`src/hw/cnn_pkg.sv`:
```
package cnn_pkg;

    // ------------------------------
    // Sizes
    // ------------------------------
    localparam int DATA_W      = 32;
    localparam int MAX_TAPS    = 4;
    localparam int TAP_IDX_W   = 3;                 // Holds 1..MAX_TAPS.
    localparam int LEN_W       = 12;
    localparam int FIFO_DEPTH  = 8;
    localparam int FIFO_IDX_W  = $clog2(FIFO_DEPTH);
    localparam int MAC_LATENCY = 2;

    // Tap 0 holds the oldest input word.
    typedef logic [MAX_TAPS-1:0][DATA_W-1:0] window_t;
    typedef logic [MAX_TAPS-1:0][DATA_W-1:0] weights_t;

    // ------------------------------
    // Encodings
    // ------------------------------
    typedef enum logic [1:0] {
        OP_CONF_SRC = 2'd0,                         // rj src, rk N and K.
        OP_CONF_DST = 2'd1,                         // rj dst.
        OP_CONV     = 2'd2,                         // imm[0] loads weights.
        OP_NOP      = 2'd3
    } opcode_e;

    typedef enum logic [1:0] {
        RUN_IDLE   = 2'd0,
        RUN_WEIGHT = 2'd1,
        RUN_CONV   = 2'd2
    } run_state_e;

endpackage

```
`src/hw/cmd_decoder.sv`:
```
`timescale 1ns/1ps

module cmd_decoder (
    input  logic                          clk,
    input  logic                          rst,
    input  logic                          req_valid_i,
    input  cnn_pkg::opcode_e              req_op_i,
    input  logic                          req_imm_i,
    input  logic [cnn_pkg::DATA_W-1:0]    req_rj_i,
    input  logic [cnn_pkg::DATA_W-1:0]    req_rk_i,
    input  logic                          fetch_done_i,
    input  logic                          write_done_i,
    output logic                          req_ready_o,
    output logic                          rsp_valid_o,
    output logic                          start_weight_o,
    output logic                          start_conv_o,
    output logic [cnn_pkg::DATA_W-1:0]    src_addr_o,
    output logic [cnn_pkg::DATA_W-1:0]    weight_addr_o,
    output logic [cnn_pkg::DATA_W-1:0]    dst_addr_o,
    output logic [cnn_pkg::LEN_W-1:0]     length_o,
    output logic [cnn_pkg::TAP_IDX_W-1:0] taps_o,
    output logic [cnn_pkg::LEN_W-1:0]     res_count_o
);
    import cnn_pkg::*;

    run_state_e           state_q;
    logic                 cmd_hsk;
    logic                 conv_hsk;
    logic [LEN_W-1:0]     new_len;
    logic [TAP_IDX_W-1:0] new_taps;

    assign req_ready_o = (state_q == RUN_IDLE);
    assign cmd_hsk     = req_valid_i & req_ready_o;
    assign conv_hsk    = cmd_hsk & (req_op_i == OP_CONV);
    assign new_len     = req_rk_i[LEN_W-1:0];
    assign new_taps    = req_rk_i[LEN_W +: TAP_IDX_W];      // rk[14:12].

    // ------------------------------
    // Configuration registers
    // ------------------------------
    always_ff @(posedge clk) begin
        if (cmd_hsk && req_op_i == OP_CONF_SRC) begin
            src_addr_o  <= req_rj_i;
            length_o    <= new_len;
            taps_o      <= new_taps;
            res_count_o <= new_len - LEN_W'(new_taps) + LEN_W'(1);  // N-K+1 outputs.
        end
        if (cmd_hsk && req_op_i == OP_CONF_DST) begin
            dst_addr_o <= req_rj_i;
        end
        if (conv_hsk) begin
            weight_addr_o <= req_rj_i;
        end
    end

    // ------------------------------
    // Run FSM
    // ------------------------------
    always_ff @(posedge clk) begin
        if (rst) begin
            state_q        <= RUN_IDLE;
            start_weight_o <= 1'b0;
            start_conv_o   <= 1'b0;
            rsp_valid_o    <= 1'b0;
        end else begin
            start_weight_o <= conv_hsk & req_imm_i;
            start_conv_o   <= (conv_hsk & ~req_imm_i) | ((state_q == RUN_WEIGHT) & fetch_done_i);
            rsp_valid_o    <= (cmd_hsk & (req_op_i != OP_CONV)) |
                              ((state_q == RUN_CONV) & write_done_i);
            case (state_q)
                RUN_IDLE:   if (conv_hsk) state_q <= req_imm_i ? RUN_WEIGHT : RUN_CONV;
                RUN_WEIGHT: if (fetch_done_i) state_q <= RUN_CONV;
                RUN_CONV:   if (write_done_i) state_q <= RUN_IDLE;
                default:    state_q <= RUN_IDLE;
            endcase
        end
    end

    // Done pulses from the datapath only arrive during a run.
    a_done_in_run: assert property (@(posedge clk) disable iff (rst)
        (state_q == RUN_IDLE) |-> !fetch_done_i && !write_done_i);

endmodule

```
`config.mk`:
```
export PLATFORM = sky130hd
export DESIGN_NAME = cmd_decoder
export DESIGN_NICKNAME = d
export VERILOG_FILES = /design/src/hw/cnn_pkg.sv /design/src/hw/cmd_decoder.sv
export SDC_FILE = /design/constraint.sdc
export NUM_CORES = 1
export LEC_CHECK = 0
export BUFFER_PORTS_ARGS = -buffer_cell sky130_fd_sc_hd__buf_2
export CORE_ASPECT_RATIO = 1.1
export CORE_MARGIN = 3
export CORE_UTILIZATION = 44
export CTS_BUF_LIST = sky130_fd_sc_hd__clkbuf_4 sky130_fd_sc_hd__clkbuf_8
export DETAILED_ROUTE_END_ITERATION = 10
export GPL_ROUTABILITY_DRIVEN = 0
export GPL_TIMING_DRIVEN = 0
export PLACE_DENSITY = 0.82
export SYNTH_ARGS = -nofsm -noshare
export SYNTH_HDL_FRONTEND = slang
export SYNTH_SLANG_ARGS = --single-unit
```
`constraint.sdc`:
```
create_clock -name clk -period 5.2 [get_ports clk]
set_clock_uncertainty 0.05 [all_clocks]
set_input_delay 0.26 -clock clk [delete_from_list [all_inputs] [get_ports clk]]
set_output_delay 0.26 -clock clk [all_outputs]
set_load 0.05 [all_outputs]
```
# [Word level (Yosys, flattened, before mapping)]
# Index checks and enable logic that the tools add are counted.
[totals] latch_bits=0 mem_bits_ro=0 input_bits=72 regBits=128 out_inout_bits=127 mem_count=0 ram_bits=0
[op_classes] bitwise=10 eq_ne=8 reduce_logical=5 div_mod_pow=0 n_addsub=2 shift=0 muxes=5 magnitude_cmp=0 mul=0
[ops] operator="12-bit by 1-bit adder with 12-bit output (second input constant)" count=1
[ops] operator="12-bit by 3-bit subtractor with 12-bit output" count=1
[ops] operator="2-bit two-way mux" count=4
[ops] operator="1-bit bitwise AND" count=7
[ops] operator="2-bit inequality test (second input constant)" count=3
[ops] operator="2-bit case mux with 3 select lines" count=1
[ops] operator="2-bit by 1-bit == test with 1-bit output (second input constant)" count=2
[ops] operator="2-bit == test (second input constant)" count=2
[ops] operator="2-bit zero test" count=2
[ops] operator="3-bit AND reduction" count=1
[ops] operator="1-bit logical AND" count=2
[ops] operator="2-bit by 1-bit inequality test with 1-bit output (second input constant)" count=1
[ops] operator="1-bit OR" count=2
[ops] operator="1-bit inverter" count=1

# [Depth between registers and ports, before layout]
# Gate-level depths: netlist of run 1.
[depth] ltp_word=5 mapped_depth=11 mapped_depth_nobuf=11

# [Least setup slack after synthesis of run 1]
# OpenSTA, ideal clock, no wires.
[synth_path] kind="register to register" startpoint="register state_q[1]" endpoint="register length_o[0] in the netlist's numbering, enable pin" arrival_time_ns=5.320 setup_ns=0.549 path_stages_with_launch=4 path_buffers=0 period_less_slack_ns=5.919 slack_ns=-0.719 cell_sequence="dfxtp_1 > nor2_1 > nand2_1 > nor3_1"
[synth_between] elab_chain_cells=3
[synth_lines] item="start, declared" line="cmd_decoder.sv:26" rtl="run_state_e state_q;"
[synth_lines] item="start signal, assigned" line="cmd_decoder.sv:71" rtl="RUN_IDLE: if (conv_hsk) state_q <= req_imm_i ? RUN_WEIGHT : RUN_CONV;"
[synth_lines] item="2-bit zero test" line="cmd_decoder.sv:32" rtl="assign req_ready_o = (state_q == RUN_IDLE);"
[synth_lines] item="via req_ready_o" line="cmd_decoder.sv:13" rtl="output logic req_ready_o,"
[synth_lines] item="1-bit bitwise AND" line="cmd_decoder.sv:33" rtl="assign cmd_hsk = req_valid_i & req_ready_o;"
[synth_lines] item="1-bit logical AND" line="cmd_decoder.sv:42" rtl="if (cmd_hsk && req_op_i == OP_CONF_SRC) begin"
[synth_lines] item="end signal, assigned" line="cmd_decoder.sv:44" rtl="length_o <= new_len;"
[synth_lines] item="end, declared" line="cmd_decoder.sv:20" rtl="output logic [cnn_pkg::LEN_W-1:0] length_o,"
# The timed path passes the listed nets, and every way through them passes these cells.
# A chain may end at the register's enable or synchronous reset.

# [Worst setup path in the final report of run 1]
[layout_path] startpoint="input port req_rk_i[1] in the netlist's numbering" endpoint="register res_count_o[11] in the netlist's numbering (data pin)"
[layout_between] elab_chain_cells=2
[layout_lines] item="start, declared" line="cmd_decoder.sv:10" rtl="input logic [cnn_pkg::DATA_W-1:0] req_rk_i,"
[layout_lines] item="12-bit by 3-bit subtractor with 12-bit output" line="cmd_decoder.sv:46" rtl="res_count_o <= new_len - LEN_W'(new_taps) + LEN_W'(1);"
[layout_lines] item="12-bit by 1-bit adder with 12-bit output" line="cmd_decoder.sv:46"
[layout_lines] item="end signal, assigned" line="cmd_decoder.sv:46"
[layout_lines] item="end, declared" line="cmd_decoder.sv:22" rtl="output logic [cnn_pkg::LEN_W-1:0] res_count_o"
# Every way passes these cells.

==> metrics.csv, run 1 <==
stage,metric,value,unit
worst_setup_path,cp_common_cell,inv_1,
clock_network,worst_skew_pair.late_latency,410,ps
clock_network,cts_hold_buf,48,
power,power_density,371,nW/um^2
logic_synthesis,synth_ff_type,edfxtp_1,
job,cap_viol_max_count,0,
final_layout,fin_area,6550,sq um
sta,timing.final.crit_share,48.0,%
logic_synthesis,ys_async_sr_fraction,0,%
place,hpwl,6.94,mm
final_layout,drive_gt1_share,46.6,%
sta,drv_slew,0,
drt,dr_total_vias,2897,
grt,grt_max_degree,29,
sta,hold_viol_final,0,
grt,overflow,0,
drt,vias_per_cell,4.77,
logic_synthesis,syn_nets,307,
hold_path,hp-class,in2reg,
final_layout,layout-area-overhead-vs-synth,47.8,%
sta,timing.slew.headroom,59.6,%
clock_network,cts_resized,0,
worst_setup_path,crit_type,in2reg,
logic_synthesis,syn_area,4430,sq um
logic_synthesis,yosys-top-cells-area,"edfxtp_1 83%, ha_1 3.7%, dfxtp_1 2.3%",
die,die_h,111,microns
logic_synthesis,ys_seq_area_share,85.6,%
power,p_sw_share,24.0,%
drt,wirelength,10.3,mm
worst_setup_path,critPathArrivalTime,2620,ps
worst_setup_path,worstPathCellList,"dlygate4sd3_1, buf_2, inv_1, ha_1, inv_1, ha_1, inv_1, fa_1, nor2b_1, o2111ai_1, nand3_2, o221ai_2, xnor2_1",
worst_setup_path,slowest_delay,520,ps
power,clockPowerShare,39.4,%
die,chipWidth,102,microns
logic_synthesis,syn_avg_cell_area,20.0,sq um
drt,wl_per_cell,17.0,microns
die,dieArea,11300,sq um
clock_network,path_clk_slew,70,ps
logic_synthesis,yosysMostFrequentCell,edfxtp_1,
logic_synthesis,yosys.area.top_type_share,83.4,%
clock_network,cts_sinks,128,
clock_network,cts-buffers-inserted,17,
grt,grt_use_total,18.7,%
grt,grt_pass1_vias,3053,
place,postPlaceCellArea,5610,sq um
logic_synthesis,synth-edff-count,123,
worst_setup_path,cpMaxStageDelayCell,dlygate4sd3_1,
die,initial_core_util,46.2,%
grt,grt_pass1_wl,15.7,mm
final_layout,final_nets,562,
power,vdd_drop_max,0.000197,V
logic_synthesis,synth_top_cell_by_area,edfxtp_1,
drt,drt_iter0_drc,146,
worst_setup_path,worst_setup_path_start_kind,input pin,
sta,fin_tns_setup,0,ps
clock_network,cts_tree,built,
clock_network,cts_root_buffer,clkbuf_8,
grt,antenna_found_initial,1,
power,p_int,1.84,mW
power,power.leakage,2.69,nW
die,rows,37,
logic_synthesis,synth_common_cells,"123 x edfxtp_1, 17 x inv_1, 13 x ha_1",
worst_setup_path,required,5320,ps
worst_setup_path,worstPathMaxFanout,3,
place,placement.io_buffers,181,
power,total_power,2.43,mW
power,p_switching,583,uW
die,core,9580,sq um
final_layout,fill_cells,639,
sta,fmax,401,MHz
logic_synthesis,synthDistinctLibCells,29,
sta,finalSetupViolCount,0,
sta,tightestPinTransition,605,ps
drt,ant_nets,0,
drt,firstDrtPassIters,6,
logic_synthesis,synth_seq_cells,128,
worst_setup_path,endpoint_kind,flop,
die,ios,199,
sta,rsz0062_at_grt,no,
clock_network,post_cts_buffers,0,
power,seqPwrFrac,48.6,%
logic_synthesis,netlist_instances,221,
logic_synthesis,yosysWarnings,0,
power,p_comb_share,12.0,%
clock_network,clk_path_buf_depth,2,
sta,hold_ws,72.6,ps
status,outcome,"complete, no violations",
drt,drcViolationCount,0,
sta,min_period,2500,ps
clock_network,ctsHtreeMaxLevel,4,
## worst max-delay path, delay by kind of cell
family	cells	cell delay [ps]
fa+ha+maj	3	850
compound gates	2	270
simple gates	2	320
xor+xnor	1	140
buf+inv	5	790
## kinds of logic after synthesis
logic type	count (synthesis)	synth area share, %
simple gates	35	3.90
xor+xnor	10	1.98
compound gates	17	2.94
buf+inv	17	1.44
flops	128	85.6
fa+ha+maj	14	4.12
## area by class of cell
class	instances	area [sq um]	area share, %
clock buffers	18	241	3.69
diodes	1	2.50	0.0382
well taps	117	146	2.24
inverters	17	63.8	0.975
repair buffers	236	1490	22.7
clock inverters	14	214	3.27
flip-flops and latches	128	3790	57.9
multi-input cells	76	597	9.12
## registers in the layout, summed over array words and instances (netlist names)
register and count:
start_conv_o 1, start_weight_o 1, weight_addr_o 32, src_addr_o 32, taps_o 3, rsp_valid_o 1
res_count_o 12, state_q 2, length_o 12, dst_addr_o 32
## cells in the final DEF (no fill, tap or decap), types with 2 or more instances in the layout
cell | netlist | routed
a21oi_2 | 2 | 2
buf_8 | 0 | 4
o21ai_0 | 2 | 2
clkinvlp_4 | 0 | 2
xnor2_1 | 9 | 9
clkinv_4 | 0 | 3
nand2b_1 | 3 | 3
nor2_1 | 9 | 8
dfxtp_1 | 5 | 5
buf_6 | 0 | 2
or3_1 | 3 | 3
inv_1 | 17 | 17
clkbuf_8 | 0 | 17
ha_1 | 13 | 13
clkinv_2 | 0 | 2
buf_2 | 0 | 181
edfxtp_1 | 123 | 123
nand2_1 | 9 | 9
nand3_1 | 4 | 4
dlygate4sd3_1 | 0 | 48
nor2b_1 | 2 | 2
a21oi_1 | 4 | 4
bufinv_16 | 0 | 5
## final timing paths
path,start,endpoint,slack (ps),cells past startpoint
max reg2reg,state_q[1],dst_addr_o[21],3010,6
min,req_imm_i,start_weight_o,70,3
min reg2reg,state_q[0],rsp_valid_o,510,1
max,req_rk_i[1],res_count_o[11],2700,13
## power by group through the flow
stage	Clock [mW]	Sequential, mW	Combinational [mW]
after floorplan	0	1.31	0.0700
after global placement	0	1.20	0.245
after detailed placement	0	1.20	0.261
after CTS	0.976	1.18	0.291
after global routing	1.03	1.18	0.309
final	0.957	1.18	0.290
## metrics by stage
stage / utilization [%] / worst slack (ps) / instances
6_report: 68.3 / 2700 / 607
5_1_grt: 68.3 / 2650 / 607
4_1_cts: 68.3 / 2730 / 606
3_5_place_dp: 58.5 / 2820 / 526
3_3_place_gp: 57.3 / 145 / 519
2_1_floorplan: - / 946 / 221
## layer usage
layer  share of wire, %  track usage (%)  vias to the layer above
met4                2.5             7.89                        0
met2                 54             33.5                      128
met3                6.9             7.36                       22
li1                   -                -                     1354
met5                  0                0                        -
met1                 36             18.7                     1393
Power figures use the tool's default switching activity.
==> run 2, diff against run 1 <==
Settings changed: CORE_UTILIZATION 44 to 48, PLACE_DENSITY 0.82 to 0.85.
Clock period 5.2 ns to 2.3 ns, I/O delays scaled along.
==> metrics.csv, run 2 (synthesized netlist as in run 1, its figures left out) <==
stage,metric,value,unit
sta,drv_slew,0,
die,die_h,107,microns
worst_setup_path,required,2410,ps
job,cap_viol_max_count,0,
worst_setup_path,cpMaxStageDelayCell,dlygate4sd3_1,
die,chipWidth,97.6,microns
worst_setup_path,r2r_end,length_o[1],
drt,firstDrtPassIters,4,
final_layout,layout-area-overhead-vs-synth,47.6,%
drt,wirelength,11.9,mm
hold_path,holdPathStages,2,
power,power_density,768,nW/um^2
worst_setup_path,crit_type,in2reg,
die,rows,36,
worst_setup_path,worst_setup_path_start_kind,input pin,
sta,fmax,456,MHz
grt,grt_pass1_vias,3013,
drt,dr_total_vias,3002,
final_layout,drive_gt1_share,47.3,%
grt,overflow,0,
final_layout,multi_input_area,621,sq um
die,ios,199,
worst_setup_path,critPathArrivalTime,2300,ps
worst_setup_path,reg2reg_from,state_q[0],
clock_network,cts_root_buffer,clkbuf_8,
final_layout,layout.cells.most_common,buf_2,
die,dieArea,10400,sq um
clock_network,ctsHtreeMaxLevel,4,
grt,grt_pass1_wl,17.5,mm
clock_network,cts_sinks,128,
sta,hold_viol_final,0,
final_layout,fin_area,6540,sq um
grt,grt_use_total,23.2,%
sta,timing.slew.headroom,53.9,%
final_layout,top_regs,"dst_addr_o (32), src_addr_o (32), weight_addr_o (32)",
power,power.leakage,2.69,nW
worst_setup_path,reg2reg_depth,5,
final_layout,final_nets,566,
drt,ant_nets,0,
final_layout,post-route-util,73.3,%
clock_network,worst_skew_pair.late_latency,410,ps
final_layout,fill_cells,519,
drt,drcViolationCount,0,
worst_setup_path,worstPathMaxFanout,3,
drt,wl_per_cell,19.6,microns
status,outcome,"complete, no violations",
clock_network,path_clk_slew,70,ps
sta,rsz0062_at_grt,no,
worst_setup_path,path_buf_inv,4,
hold_path,hold_start,req_op_i[1],
grt,antenna_found_initial,0,
sta,timing.final.crit_share,95.4,%
worst_setup_path,ff2ff_setup_slack,330,ps
final_layout,num_antenna_cells,0,
clock_network,clk_path_buf_depth,2,
place,placement.io_buffers,181,
worst_setup_path,endpoint_kind,flop,
place,postPlaceCellArea,5660,sq um
sta,tightestPinTransition,690,ps
worst_setup_path,critPathTopFamily,buffers and inverters,
die,initial_core_util,49.7,%
clock_network,post_cts_buffers,0,
final_layout,seq_area,3800,sq um
hold_path,hp-class,in2reg,
worst_setup_path,slowest_delay,550,ps
drt,drt_iter0_drc,173,
sta,finalSetupViolCount,0,
grt,grt_max_degree,28,
drt,vias_per_cell,4.95,
die,core,8920,sq um
worst_setup_path,worstPathCellList,"dlygate4sd3_1, buf_2, inv_1, ha_1, ha_1, inv_1, fa_1, nor2b_2, o2111ai_1, nand3_2, o221ai_2, xnor2_1",
sta,min_period,2190,ps
place,hpwl,7.81,mm
power,vdd_drop_max,0.000435,V
clock_network,cts-buffers-inserted,17,
hold_path,holdPathEnd,dst_addr_o[18],
final_layout,final_cell_mix,"181 x buf_2, 123 x edfxtp_1, 53 x dlygate4sd3_1",
clock_network,cts_tree,built,
-- run 2: repair_timing --
item / CTS / global route
endpoints found under the setup margin: 0 / 2
hold buffers: 53 / 0
endpoints found under the hold margin: 117 / 0
resized for setup: 0 / 1
-- run 2: stage by stage --
step | setup slack, ps | cells | TNS [ps] | hold slack (ps) | power [mW]
finish | 107 | 607 | 0 | 72.8 | 5.02
global route | 19.0 | 607 | 0 | 43.8 | 5.22
CTS | 103 | 607 | 0 | 49.6 | 5.02
detailed placement | 36.4 | 522 | 0 | 263 | 3.33
global placement | -841 | 516 | -73630 | 257 | 3.29
floorplan | -421 | 221 | -34230 | 127 | 3.12
-- run 2: worst max path at each step --
stage,startpoint,endpoint,slack (ps),cells after the start
3_3_place_gp,state_q[0],res_count_o[0],-840,3
5_1_grt,req_rk_i[12],res_count_o[11],20,12
3_5_place_dp,req_rk_i[1],res_count_o[11],40,12
6_report,req_rk_i[12],res_count_o[11],110,12
2_1_floorplan,state_q[0],length_o[0],-420,3
4_1_cts,req_rk_i[12],res_count_o[11],100,12
-- run 2: area by class of cell --
type	count	area share (%)
clock buffer	25	4.69
tap	114	2.18
sequential	128	58.1
multi-input combinational	76	9.49
clock inverter	7	0.612
timing repair buffer	240	24.0
inverter	17	0.976
-- run 2: per-layer routing --
layer  vias to the layer above  part of all wire (%)  track usage [%]
met1                      1453                    38             27.3
met3                        14                   7.4             7.22
li1                       1362                     -                -
met4                         0                   1.5             8.01
met2                       173                    53             40.4
met5                         -                     0                0
-- run 2: where the power goes --
| part | total [mW] | switching [mW] | internal (mW) |
|---|---|---|---|
| logic | 0.682 | 0.453 | 0.229 |
| clock network | 1.67 | 0.801 | 0.865 |
| registers | 2.68 | 0.0248 | 2.65 |
